===== config.mk =====
export PLATFORM = sky130hd
export DESIGN_NAME = cdbus_rx
export DESIGN_NICKNAME = d
export VERILOG_FILES = /design/src/cdbus_frame_pkg.sv /design/src/cdbus_line_pkg.sv /design/src/cd_baud_rate.sv /design/src/cd_crc.sv /design/src/cd_rx_des.sv /design/src/cd_rx_frame.sv /design/src/cdbus_rx.sv
export SDC_FILE = /design/constraint.sdc
export NUM_CORES = 1
export LEC_CHECK = 0
export BUFFER_PORTS_ARGS = -buffer_cell sky130_fd_sc_hd__clkbuf_2
export CORE_MARGIN = 2
export CORE_UTILIZATION = 60
export CTS_CLUSTER_SIZE = 20
export DETAILED_ROUTE_END_ITERATION = 6
export GPL_TIMING_DRIVEN = 0
export PLACE_DENSITY = 0.92
export RECOVER_POWER = 25
export REMOVE_ABC_BUFFERS = 1
export SLEW_MARGIN = 5
export SYNTH_ARGS = -nofsm -noshare
export SYNTH_HDL_FRONTEND = slang
export SYNTH_HIERARCHICAL = 1
export SYNTH_SLANG_ARGS = --single-unit

===== constraint.sdc =====
create_clock -name clk -period 3 [get_ports clk]
set_input_delay 0.15 -clock clk [delete_from_list [all_inputs] [get_ports clk]]
set_output_delay 0.15 -clock clk [all_outputs]
set_load 0.01 [all_outputs]

===== src/cdbus_frame_pkg.sv =====
// frame layout constants and the frame error code type
package cdbus_frame_pkg;

    // ~~~~~~~~~~~~~~~~~~~~~~~~~~~~~~
    // frame layout
    // ~~~~~~~~~~~~~~~~~~~~~~~~~~~~~~
    // header is src, dst, len
    localparam int hdr_len = 3;
    // crc trails the payload, low byte first
    localparam int crc_len = 2;

    localparam logic [7:0] bcast_addr = 8'hff;

    // ~~~~~~~~~~~~~~~~~~~~~~~~~~~~~~
    // error classes
    // ~~~~~~~~~~~~~~~~~~~~~~~~~~~~~~
    // zero is left unused so a stuck code stands out
    typedef enum logic [1:0] {
        err_crc   = 2'd1,
        err_short = 2'd2,
        err_break = 2'd3
    } frame_err_t;

endpackage


===== src/cdbus_line_pkg.sv =====
// line-level widths, CRC constants and the deserializer state encoding
package cdbus_line_pkg;

    // ~~~~~~~~~~~~~~~~~~~~~~~~~~~~~~
    // widths
    // ~~~~~~~~~~~~~~~~~~~~~~~~~~~~~~
    localparam int div_w  = 16;
    localparam int idle_w = 8;

    // ~~~~~~~~~~~~~~~~~~~~~~~~~~~~~~
    // crc-16 modbus, reflected form
    // ~~~~~~~~~~~~~~~~~~~~~~~~~~~~~~
    localparam logic [15:0] crc_init = 16'hffff;
    localparam logic [15:0] crc_poly = 16'ha001;

    // one-hot line states
    typedef enum logic [3:0] {
        st_wait_idle = 4'b0001,
        st_wait_data = 4'b0010,
        st_bus_idle  = 4'b0100,
        st_data      = 4'b1000
    } des_state_t;

endpackage


===== src/cd_baud_rate.sv =====
// dual-divisor bit timer with bit-increment and mid-bit capture strobes
`timescale 1ns/1ps

module cd_baud_rate
    import cdbus_line_pkg::*;
(
    input  logic             clk,
    input  logic             reset_n,
    input  logic             sync,
    input  logic [div_w-1:0] div_ls,
    input  logic [div_w-1:0] div_hs,
    input  logic             sel,
    output logic             inc,
    output logic             cap
);

    logic [div_w-1:0] cnt;
    logic [div_w-1:0] div_cur;
    logic [div_w-1:0] half;
    logic             wrap;

    // divisor in use, switched by the deserializer between bytes
    assign div_cur = sel ? div_hs : div_ls;
    assign half    = div_cur >> 1;

    // >= so a shorter divisor picked mid-count still wraps
    assign wrap = (cnt >= div_cur);

    // ~~~~~~~~~~~~~~~~~~~~~~~~~~~~~~
    // phase counter
    // ~~~~~~~~~~~~~~~~~~~~~~~~~~~~~~
    always_ff @(posedge clk or negedge reset_n) begin
        if (!reset_n) begin
            cnt <= '0;
        end else if (sync) begin
            // the cycle that saw the edge already counts as one
            cnt <= div_w'(1);
        end else if (wrap) begin
            cnt <= '0;
        end else begin
            cnt <= cnt + 1'b1;
        end
    end

    // strobes are held off while the phase is being reloaded
    assign inc = !sync && wrap;
    assign cap = !sync && (cnt == half);

endmodule


===== src/cd_crc.sv =====
// serial crc-16 engine, one bit per strobe, held at its start value by clean
`timescale 1ns/1ps

module cd_crc
    import cdbus_line_pkg::*;
(
    input  logic        clk,
    input  logic        reset_n,
    input  logic        clean,
    input  logic        data_clk,
    input  logic        data_in,
    output logic [15:0] crc_out
);

    logic        fb;
    logic [15:0] crc_next;

    // reflected lfsr, lsb leaves first
    assign fb       = crc_out[0] ^ data_in;
    assign crc_next = {1'b0, crc_out[15:1]} ^ (fb ? crc_poly : 16'h0000);

    always_ff @(posedge clk or negedge reset_n) begin
        if (!reset_n) begin
            crc_out <= crc_init;
        end else if (clean) begin
            crc_out <= crc_init;
        end else if (data_clk) begin
            crc_out <= crc_next;
        end
    end

endmodule


===== src/cd_rx_des.sv =====
// rx synchronizer, line FSM, idle counter, start/stop checks, byte shifter and break detect
`timescale 1ns/1ps

module cd_rx_des
    import cdbus_line_pkg::*;
(
    input  logic              clk,
    input  logic              reset_n,
    input  logic [div_w-1:0]  div_ls,
    input  logic [div_w-1:0]  div_hs,
    input  logic [idle_w-1:0] idle_wait_len,
    input  logic              force_wait_idle,
    input  logic              rx,
    output logic              bus_idle,
    output logic              rx_break,
    output logic [7:0]        data,
    output logic [15:0]       crc_data,
    output logic              data_clk
);

    des_state_t        state;
    logic              rx_meta;
    logic              rx_s;
    logic [idle_w-1:0] idle_cnt;
    // 0 is the start bit, 1..8 data, 9 the stop bit
    logic [3:0]        bit_cnt;
    logic              bit_err;
    logic              crc_clk;
    logic              baud_sync;
    logic              baud_sel;
    logic              bit_inc;
    logic              bit_cap;
    logic              start_edge;

    assign bus_idle   = (state == st_bus_idle);
    assign start_edge = (state == st_wait_data) && !rx_s;

    // ~~~~~~~~~~~~~~~~~~~~~~~~~~~~~~
    // input synchronizer
    // ~~~~~~~~~~~~~~~~~~~~~~~~~~~~~~
    // the line idles high
    always_ff @(posedge clk or negedge reset_n) begin
        if (!reset_n) begin
            rx_meta <= 1'b1;
            rx_s    <= 1'b1;
        end else begin
            rx_meta <= rx;
            rx_s    <= rx_meta;
        end
    end

    // ~~~~~~~~~~~~~~~~~~~~~~~~~~~~~~
    // line FSM
    // ~~~~~~~~~~~~~~~~~~~~~~~~~~~~~~
    always_ff @(posedge clk or negedge reset_n) begin
        if (!reset_n) begin
            state     <= st_wait_idle;
            baud_sync <= 1'b0;
            baud_sel  <= 1'b0;
        end else begin
            baud_sync <= 1'b0;

            case (state)
                st_wait_idle: begin
                    baud_sel <= 1'b0;
                    if (idle_cnt >= idle_wait_len) begin
                        state <= st_bus_idle;
                    end
                end

                st_wait_data: begin
                    if (!rx_s) begin
                        state    <= st_data;
                        // every byte after the first one runs at the high rate
                        baud_sel <= 1'b1;
                    end else if (idle_cnt >= idle_wait_len) begin
                        state <= st_bus_idle;
                    end
                end

                st_bus_idle: begin
                    baud_sel  <= 1'b0;
                    // keep the timer parked until a start bit shows up
                    baud_sync <= 1'b1;
                    if (!rx_s) begin
                        state     <= st_data;
                        baud_sync <= 1'b0;
                    end
                end

                st_data: begin
                    if (data_clk) begin
                        state     <= st_wait_data;
                        baud_sel  <= 1'b0;
                        baud_sync <= 1'b1;
                    end
                end

                default: state <= st_wait_idle;
            endcase

            if (force_wait_idle || bit_err || rx_break) begin
                state <= st_wait_idle;
            end
        end
    end

    // any low level restarts the idle bit period count
    always_ff @(posedge clk or negedge reset_n) begin
        if (!reset_n) begin
            idle_cnt <= '0;
        end else if (state == st_data || !rx_s) begin
            idle_cnt <= '0;
        end else if (bit_inc && idle_cnt != '1) begin
            idle_cnt <= idle_cnt + 1'b1;
        end
    end

    // ~~~~~~~~~~~~~~~~~~~~~~~~~~~~~~
    // bit sampling
    // ~~~~~~~~~~~~~~~~~~~~~~~~~~~~~~
    always_ff @(posedge clk or negedge reset_n) begin
        if (!reset_n) begin
            crc_clk  <= 1'b0;
            bit_err  <= 1'b0;
            rx_break <= 1'b0;
            data_clk <= 1'b0;
            bit_cnt  <= '0;
            data     <= '0;
        end else begin
            crc_clk  <= 1'b0;
            bit_err  <= 1'b0;
            rx_break <= 1'b0;
            data_clk <= 1'b0;

            if (state != st_data) begin
                bit_cnt <= '0;
            end else if (bit_cap) begin
                bit_cnt <= bit_cnt + 1'b1;
                if (bit_cnt == 4'd0) begin
                    // start bit gone high at mid-bit means a glitch
                    if (rx_s) begin
                        bit_err <= 1'b1;
                    end
                end else if (bit_cnt == 4'd9) begin
                    bit_cnt <= '0;
                    if (!rx_s) begin
                        // all zeros with a low stop bit is a break
                        if (data == 8'h00) begin
                            rx_break <= 1'b1;
                        end else begin
                            bit_err <= 1'b1;
                        end
                    end else begin
                        data_clk <= 1'b1;
                    end
                end else begin
                    data    <= {rx_s, data[7:1]};
                    crc_clk <= 1'b1;
                end
            end
        end
    end

    cd_baud_rate u_baud (
        .clk     (clk),
        .reset_n (reset_n),
        .sync    (baud_sync || start_edge),
        .div_ls  (div_ls),
        .div_hs  (div_hs),
        .sel     (baud_sel),
        .inc     (bit_inc),
        .cap     (bit_cap)
    );

    // the bit just shifted in sits in data[7] when crc_clk fires
    cd_crc u_crc (
        .clk      (clk),
        .reset_n  (reset_n),
        .clean    (state == st_bus_idle),
        .data_clk (crc_clk),
        .data_in  (data[7]),
        .crc_out  (crc_data)
    );

endmodule


===== src/cd_rx_frame.sv =====
// frame assembler with byte counting, address filter, crc check and frame events
`timescale 1ns/1ps

module cd_rx_frame
    import cdbus_frame_pkg::*;
(
    input  logic        clk,
    input  logic        reset_n,
    input  logic [7:0]  local_addr,
    input  logic [7:0]  data,
    input  logic        data_clk,
    input  logic [15:0] crc_data,
    input  logic        bus_idle,
    input  logic        rx_break,
    output logic [7:0]  rx_byte,
    output logic [7:0]  rx_byte_idx,
    output logic        rx_byte_valid,
    output logic        frame_ok,
    output logic        frame_err,
    output frame_err_t  frame_err_code
);

    // nine bits hold up to 3 + 255 + 2 bytes
    logic [8:0] byte_cnt;
    logic [8:0] total;
    logic       reject;
    logic       done;
    logic       idle_d;
    logic       dst_pend;
    logic [7:0] src_byte;
    logic [7:0] dst_byte;
    logic       addr_hit;
    logic       last_byte;
    logic       live;
    logic       hdr_go;
    logic       body_go;
    logic       ok_go;
    logic       crc_go;
    logic       short_go;
    logic       break_go;

    assign addr_hit  = (data == local_addr) || (data == bcast_addr);
    // total is only loaded once the length byte is in
    assign last_byte = (byte_cnt >= 9'(hdr_len)) && (byte_cnt == total - 9'd1);
    // frame neither finished nor filtered out
    assign live      = !done && !reject;

    // the source byte waits for the address decision and goes out ahead of dst
    assign hdr_go   = data_clk && live && (byte_cnt == 9'd1) && addr_hit;
    assign body_go  = data_clk && live && (byte_cnt > 9'd1);

    assign ok_go    = data_clk && live && last_byte && (crc_data == 16'h0000);
    assign crc_go   = data_clk && live && last_byte && (crc_data != 16'h0000);
    assign short_go = bus_idle && !idle_d && (byte_cnt != 9'd0) && live;
    assign break_go = !bus_idle && rx_break && live;

    // ~~~~~~~~~~~~~~~~~~~~~~~~~~~~~~
    // frame tracking
    // ~~~~~~~~~~~~~~~~~~~~~~~~~~~~~~
    always_ff @(posedge clk or negedge reset_n) begin
        if (!reset_n) begin
            byte_cnt      <= '0;
            total         <= '0;
            reject        <= 1'b0;
            done          <= 1'b0;
            idle_d        <= 1'b0;
            dst_pend      <= 1'b0;
            rx_byte_valid <= 1'b0;
            frame_ok      <= 1'b0;
            frame_err     <= 1'b0;
        end else begin
            idle_d        <= bus_idle;
            dst_pend      <= hdr_go;
            rx_byte_valid <= hdr_go || body_go || dst_pend;
            frame_ok      <= ok_go;
            frame_err     <= crc_go || short_go || break_go;

            if (bus_idle) begin
                byte_cnt <= '0;
                reject   <= 1'b0;
                done     <= 1'b0;
            end else if (rx_break) begin
                // nothing more until the bus goes idle again
                done <= 1'b1;
            end else if (data_clk && !done) begin
                byte_cnt <= byte_cnt + 1'b1;
                if (byte_cnt == 9'd1 && !addr_hit) begin
                    reject <= 1'b1;
                end
                if (byte_cnt == 9'd2) begin
                    total <= 9'(hdr_len) + {1'b0, data} + 9'(crc_len);
                end
                // rejected frames close here too, just without an event
                if (last_byte) begin
                    done <= 1'b1;
                end
            end
        end
    end

    // ~~~~~~~~~~~~~~~~~~~~~~~~~~~~~~
    // byte and error payload
    // ~~~~~~~~~~~~~~~~~~~~~~~~~~~~~~
    always_ff @(posedge clk or negedge reset_n) begin
        if (!reset_n) begin
            src_byte       <= '0;
            dst_byte       <= '0;
            rx_byte        <= '0;
            rx_byte_idx    <= '0;
            frame_err_code <= frame_err_t'(2'd0);
        end else begin
            if (data_clk && byte_cnt == 9'd0) begin
                src_byte <= data;
            end
            if (data_clk && byte_cnt == 9'd1) begin
                dst_byte <= data;
            end

            if (hdr_go) begin
                rx_byte     <= src_byte;
                rx_byte_idx <= 8'd0;
            end else if (dst_pend) begin
                rx_byte     <= dst_byte;
                rx_byte_idx <= 8'd1;
            end else if (body_go) begin
                rx_byte     <= data;
                rx_byte_idx <= byte_cnt[7:0];
            end

            if (short_go) begin
                frame_err_code <= err_short;
            end else if (break_go) begin
                frame_err_code <= err_break;
            end else if (crc_go) begin
                frame_err_code <= err_crc;
            end
        end
    end

endmodule


===== src/cdbus_rx.sv =====
// receive top level, deserializer feeding the frame assembler
`timescale 1ns/1ps

module cdbus_rx
    import cdbus_line_pkg::*;
    import cdbus_frame_pkg::*;
(
    input  logic              clk,
    input  logic              reset_n,
    input  logic              rx,
    input  logic [div_w-1:0]  div_ls,
    input  logic [div_w-1:0]  div_hs,
    input  logic [idle_w-1:0] idle_wait_len,
    input  logic [7:0]        local_addr,
    input  logic              force_wait_idle,
    output logic              bus_idle,
    output logic [7:0]        rx_byte,
    output logic [7:0]        rx_byte_idx,
    output logic              rx_byte_valid,
    output logic              frame_ok,
    output logic              frame_err,
    output frame_err_t        frame_err_code
);

    // byte path between the two stages
    logic [7:0]  des_data;
    logic [15:0] des_crc;
    logic        des_data_clk;
    logic        des_break;

    cd_rx_des u_des (
        .clk             (clk),
        .reset_n         (reset_n),
        .div_ls          (div_ls),
        .div_hs          (div_hs),
        .idle_wait_len   (idle_wait_len),
        .force_wait_idle (force_wait_idle),
        .rx              (rx),
        .bus_idle        (bus_idle),
        .rx_break        (des_break),
        .data            (des_data),
        .crc_data        (des_crc),
        .data_clk        (des_data_clk)
    );

    cd_rx_frame u_frame (
        .clk            (clk),
        .reset_n        (reset_n),
        .local_addr     (local_addr),
        .data           (des_data),
        .data_clk       (des_data_clk),
        .crc_data       (des_crc),
        .bus_idle       (bus_idle),
        .rx_break       (des_break),
        .rx_byte        (rx_byte),
        .rx_byte_idx    (rx_byte_idx),
        .rx_byte_valid  (rx_byte_valid),
        .frame_ok       (frame_ok),
        .frame_err      (frame_err),
        .frame_err_code (frame_err_code)
    );

endmodule


==> results.cfg, run 1 <==
[synth]
synth_compound_gate_area_share = 0.1100
ys_warn_count = 6
synth_cell_types = 84
ys_seq_elements = 123
syn_inst = 716
synth_xor_area_frac = 0.08636
synth_top_family_by_area = simple AND/OR/NAND/NOR gates
synth-simple-area-share = 0.1947
synthAdderAreaFrac = 0.05915
synth_edf_count = 0
synthArstFlopShare = 1.000
synthMuxAreaShare = 0.08484
synth_seq_area_share = 0.4190
avgSynthCellArea_um2 = 10.34
syn_area_um2 = 7403
synth_ff_type = dfrtp_1

[critical_path]
path_common_cell = buf_4
worstPathArrival_ns = 3.36
worst_path_largest_cell_delay_ns = 0.50
reg2reg_depth = 11
r2r_setup_slack_ns = -0.08
worst_r2r_endpoint = u_des/idle_cnt[6]$_DFFE_PN0P_
cp-end-kind = flop
regToRegStartpoint = u_des/baud_sel$_DFFE_PN0P_
cpMaxStageDelayCell = dfrtp_4
start_kind = flop
cp_max_fo = 17
critPathKind = flop to flop
cp.required_ns = 3.28
crit_chain = buf_4 -> mux2i_1 -> ha_1 -> buf_4 -> a21oi_1 -> a31oi_1 -> o21ba_4 -> o31a_1 -> nand4_1 -> nor3_1 -> a211oi_1

[timing]
period_share = 1.027
tightest_slew_ns = 1.770
fmax_ghz = 0.3246
setup-tns-final_ns = -0.2822
final.setup.worst_slack_ns = -0.08039
fin_crit_ns = 3.080
fin_skew_ns = 0.007225
drv_slew = 31
relSlewSlack = -0.1800
hold_viol = 0
finalSetupViolCount = 6
rsz0062_at_grt = yes

[power]
powerDensity_nw_per_um2 = 496.1
p_leak_nw = 3.905
vdd_drop_max_uv = 395.9

[cts]
cts_tree = built
cts_buffers = 17
htreeDepth = 4
cts-root-buf = clkbuf_16
cts_num_sinks = 123
clock_latency_ns = 0.41
clk_path_buf_depth = 2
path_clk_slew_ns = 0.06

[place]
dp_hpwl_mm = 10.85
place_congestion = 0.8581
post-place-cells = 904
dpl_cell_area_um2 = 7782
io_buffers = 73

[floorplanning]
io_pins = 74
die_area_um2 = 13240
coreArea_um2 = 12010
start_util = 0.6164
die_y_um = 115.1
dieWidth_um = 115.1
rows = 40

[route]
drt-total-wl_mm = 18.93
drcViolationCount = 0
vias = 6046
dr.pass1.iters = 6
detail_route.wl_per_cell_um = 20.01
drt_iter0_drc = 717
antenna_left = 0
vias_per_cell = 6.391

[global_route]
grt_overflow_total = 0
grt_pass1_vias = 5885
grt_max_degree = 94
grt_usage = 0.2700
grt_pass1_wl_mm = 28.29
antenna_found_initial = 0

[hold_path]
hold-path-cell-count = 3
min_from = force_wait_idle
hold_path_class = input pin to flop
hold_end = u_des/state[0]$_DFFE_PN1P_

[layout]
n_antenna_cell = 0
drive_above_1_share = 0.2653
final_core_util = 0.7141
design_area_um2 = 8577
instances_no_fill = 946
area_growth_pct = 15.85
fin_nets = 873

[outcome]
status = complete, but fails checks
violations = max-capacitance violations, max-slew violations, negative setup slack

[job]
cap_violations = 1
## synthesized netlist by cell type, drive strengths merged, types with 3 or more instances
library cell / number / area share
a21oi: 27 / 0.019
or2: 8 / 0.0071
a211o: 13 / 0.015
mux2: 27 / 0.041
buf: 29 / 0.028
nand2b: 8 / 0.0078
nand2: 47 / 0.027
o21ai: 29 / 0.020
xnor2: 27 / 0.032
and2: 15 / 0.013
dfstp: 19 / 0.067
nor3: 15 / 0.013
clkbuf: 7 / 0.0037
ha: 35 / 0.059
mux2i: 32 / 0.044
a2111oi: 3 / 0.0069
o21bai: 3 / 0.0046
inv: 28 / 0.014
nor2: 61 / 0.032
nor4: 29 / 0.028
xor2: 46 / 0.054
nand4: 25 / 0.026
dfrtp: 104 / 0.35
nand3: 15 / 0.011
a31oi: 8 / 0.0068
nor4b: 5 / 0.0068
nor3b: 3 / 0.0030
o22a: 3 / 0.0035
and3: 7 / 0.0059
## through the flow
step                power (W)  hold slack [ns]  worst slack [ns]
floorplan            0.002064          -0.1456            -1.521
global placement     0.002182           0.2462            -2.688
detailed placement   0.002213          0.05837           -0.7020
CTS                  0.004209          0.05196           0.01525
global route         0.004390           0.1212           -0.2253
finish               0.004255           0.1246          -0.08039
## cells in the final DEF (no fill, tap or decap), types with 4 or more instances in the layout
cell type  count
ha_1          33
nand2b_1       7
dfrtp_1      103
inv_1         26
clkbuf_16     17
and2_1        15
a31oi_1        6
xnor2_1       27
xor2_1        46
nand2_1       42
o21ai_0       15
dfstp_2       19
a21oi_1       26
and3_1         7
nor3_1        10
nor2_1        60
nand4_1       22
inv_6          6
o21ai_1       13
nor4_1        26
mux2i_2        4
or2_2          6
a211o_1       13
nand3_1       13
clkbuf_2      72
mux2_2        26
buf_4          9
mux2i_1       27
## worst max-delay path, delay by kind of cell, from the launching register on
family,cells,cell delay (ns)
compound gates,5,1.27
buf+inv,2,0.36
simple gates,2,0.23
flops,1,0.50
fa+ha+maj,1,0.33
mux,1,0.28
## sequential cells by signal, indices dropped and copies added, names as in the netlist, 2 cells and up
register / count
u_des/data: 8
u_frame/byte_cnt: 9
u_frame/rx_byte: 8
u_des/bit_cnt: 4
u_frame/src_byte: 8
u_des/idle_cnt: 8
u_des/u_crc/crc_out: 16
u_frame/total: 9
u_frame/dst_byte: 8
u_frame/frame_err_code: 2
u_des/u_baud/cnt: 16
u_des/state: 4
u_frame/rx_byte_idx: 8
## how the worst max path moves through the flow
stage,startpoint,to,slack (ns),depth (start not counted)
after detailed placement,u_des/baud_sel$_DFFE_PN0P_,u_des/idle_cnt[2]$_DFFE_PN0P_,-0.70,10
final,u_des/baud_sel$_DFFE_PN0P_,u_des/idle_cnt[6]$_DFFE_PN0P_,-0.08,11
after CTS,u_des/baud_sel$_DFFE_PN0P_,u_des/idle_cnt[5]$_DFFE_PN0P_,0.02,11
after global placement,u_des/state[2]$_DFFE_PN0P_,u_frame/total[1]$_DFFE_PN0P_,-2.69,3
after floorplan,u_des/state[2]$_DFFE_PN0P_,u_frame/total[1]$_DFFE_PN0P_,-1.52,3
after global routing,u_des/baud_sel$_DFFE_PN0P_,u_des/idle_cnt[5]$_DFFE_PN0P_,-0.23,12
## area by class of cell
class                           count  area (um^2)
Multi-Input combinational cell    529         4086
Inverter                           28        105.1
Fill cell                         751         3435
Sequential cell                   123         3105
Clock buffer                       17        425.4
Clock inverter                     15        151.4
Tap cell                          147        183.9
Timing Repair Buffer               87        519.2
## logic make-up after synthesis
kind of cell,Yosys count
compound gates,113
xor+xnor,73
fa+ha+maj,35
buf+inv,64
flops,123
mux,59
simple gates,249
## routing by layer
metal | vias to the layer above | global-route usage | part of all wire
li1 | 2707 | - | -
met5 | - | 0 | 0
met4 | 0 | 0.1108 | 0.036
met2 | 325 | 0.4580 | 0.50
met3 | 89 | 0.05271 | 0.064
met1 | 2925 | 0.3402 | 0.40
## power breakdown
group,leakage (nW),internal (W),switching (W)
Combinational,2.07,0.000185,0.000226
Sequential,1.55,0.00171,0.000131
Clock,0.279,0.00117,0.000837
## repair_timing
item / 4_1_cts / 5_1_grt
endpoints found under the hold margin: 31 / 0
endpoints found under the setup margin: 35 / 23
pin swaps: 1 / 16
hold buffers: 2 / 0
gates resized for setup: 6 / 16
setup buffers: 1 / 7
Power figures use the tool's default switching activity.
==> run 2, diff against run 1 <==
Settings changed: REMOVE_ABC_BUFFERS 1 to unset.
==> run 2 against run 1 <==
The flow finishes with violations (max-capacitance violations, max-slew violations). Wire length up 0.46%. Highest routed layer unchanged. Sequential share of layout area decreased by 1.3 points. Maximum frequency rose by 3.5%. Worst setup slack gained 0.10 ns. Critical path type unchanged. First-iteration DRC count increased by 0.28%. Largest power group unchanged. Utilization grew 2.6 points. Combinational power increased by 12%.
==> results.cfg, run 2 (synthesis results as in run 1) <==
[route]
vias = 6261
drcViolationCount = 0
drt-total-wl_mm = 19.02
antenna_left = 0
dr.pass1.iters = 5
drt_iter0_drc = 719
vias_per_cell = 6.382
detail_route.wl_per_cell_um = 19.39

[global_route]
grt_pass1_vias = 6097
grt_overflow_total = 0
busiest_layer = met2
grt_max_degree = 80
use_met1 = 0.3729
grt_pass1_wl_mm = 30.19
use_met2 = 0.4847
grt_use_met3 = 0.06484
grt_usage = 0.2920
antenna_found_initial = 0

[critical_path]
path_common_cell = nand4_1
worst_path_largest_cell_delay_ns = 0.44
cp_max_fo = 8
crit_chain = buf_6 -> buf_12 -> mux2i_4 -> ha_1 -> nand4_1 -> or3_4 -> nor3_4 -> o31a_1 -> nand4_1 -> a31oi_2 -> nand3_1 -> xor2_1 -> nor2_1
cp-end-kind = flop
start_kind = flop
worstPathArrival_ns = 3.28
critPathKind = flop to flop
cpMaxStageDelayCell = or3_4
cp.required_ns = 3.30

[floorplanning]
die_area_um2 = 13240
start_util = 0.6164
io_pins = 74
rows = 40
coreArea_um2 = 12010
dieWidth_um = 115.1
die_y_um = 115.1

[layout]
area_growth_pct = 19.99
final_core_util = 0.7396
n_antenna_cell = 0
reg_top3 = u_des/u_baud/cnt: 16 flops, u_des/u_crc/crc_out: 16 flops
final_cell_mix = 104 x dfrtp_1, 73 x clkbuf_2, 60 x nor2_1
design_area_um2 = 8884
instances_no_fill = 981
fillers = 699
regArea_um2 = 3102
multi_input_area_um2 = 4095
drive_above_1_share = 0.2878
final_common_cell = dfrtp_1
fin_nets = 908

[cts]
clk_path_buf_depth = 2
cts_tree = built
cts_buffers = 17
cts_num_sinks = 123
cts-root-buf = clkbuf_16
clock_latency_ns = 0.42
path_clk_slew_ns = 0.06
htreeDepth = 4

[timing]
tightest_slew_ns = 2.044
finalSetupViolCount = 0
relSlewSlack = -0.3629
fin_skew_ns = 0.006728
hold_viol = 0
fmax_ghz = 0.3359
fin_crit_ns = 2.977
period_share = 0.9923
drv_slew = 46
rsz0062_at_grt = yes

[job]
cap_violations = 1

[outcome]
status = complete, but fails checks
violations = max-capacitance violations, max-slew violations

[power]
vdd_drop_max_uv = 422.8
p_leak_nw = 4.091
powerDensity_nw_per_um2 = 508.8

[place]
dp_hpwl_mm = 11.82
post-place-cells = 938
dpl_cell_area_um2 = 8003
io_buffers = 73
place_congestion = 0.8786

[hold_path]
hold_path_class = input pin to flop

[synth]
syn-num-nets = 803
run 2: path summary, 6_finish.rpt:
check,start,to,slack (ns),depth (start not counted)
max reg2reg,u_des/baud_sel$_DFFE_PN0P_,u_des/idle_cnt[7]$_DFFE_PN0P_,0.02,13
max in group asynchronous,reset_n,u_frame/rx_byte_idx[1]$_DFFE_PN0P_,0.51,3
min reg2reg,u_des/rx_meta$_DFF_PN1_,u_des/rx_s$_DFF_PN1_,0.36,0
max,u_des/baud_sel$_DFFE_PN0P_,u_des/idle_cnt[7]$_DFFE_PN0P_,0.02,13
min,force_wait_idle,u_des/state[0]$_DFFE_PN1P_,0.05,3
min in group asynchronous,reset_n,u_frame/src_byte[7]$_DFFE_PN0P_,0.96,2
run 2: report_power, final:
part / switching, W / total [W] / internal [W]
sequential: 0.0000967 / 0.00181 / 0.00171
clock: 0.000780 / 0.00225 / 0.00147
combinational: 0.000263 / 0.000462 / 0.000199
run 2: metrics by stage:
stage	total power (W)	hold WS, ns	setup TNS (ns)	setup WS [ns]
2_1_floorplan	0.002076	-0.1456	0	0.07127
3_3_place_gp	0.002194	0.2393	-18.56	-0.6242
3_5_place_dp	0.002223	0.1160	-2.188	-0.2372
4_1_cts	0.004487	0.03104	0	0.02246
5_1_grt	0.004655	0.08209	-0.2630	-0.08350
6_report	0.004520	0.04831	0	0.02325
run 2: layout make-up:
type	count	share of cell area
Buffer	33	0.02592
Clock buffer	17	0.04789
Clock inverter	15	0.02507
Inverter	28	0.01183
Multi-Input combinational cell	529	0.4610
Sequential cell	123	0.3492
Tap cell	147	0.02070
Timing Repair Buffer	89	0.05845
run 2: layer usage:
metal  routed length [um]  vias up
met5                    0        -
met4                  611        0
met3                 1179       75
met2                 9474      331
met1                 7751     3072
li1                     -     2783
run 2: repair_timing:
| action | 4_1_cts | 5_1_grt |
|---|---|---|
| setup endpoints to repair | 18 | 8 |
| gates cloned | 0 | 1 |
| hold endpoints to repair | 45 | 0 |
| pin swaps | 4 | 8 |
| resized for setup | 9 | 11 |
| buffers inserted | 3 | 8 |
| hold buffers | 2 | 0 |
run 2: worst max-delay path: cells and delay by family (launching register included):
kind / cells / cell delay, ns
buffers and inverters: 2 / 0.32
flip-flops: 1 / 0.40
XOR/XNOR: 1 / 0.17
AND/OR/NAND/NOR: 6 / 1.04
multiplexers: 1 / 0.19
AO/OA/AOI/OAI: 2 / 0.44
adder cells (fa/ha/maj): 1 / 0.29
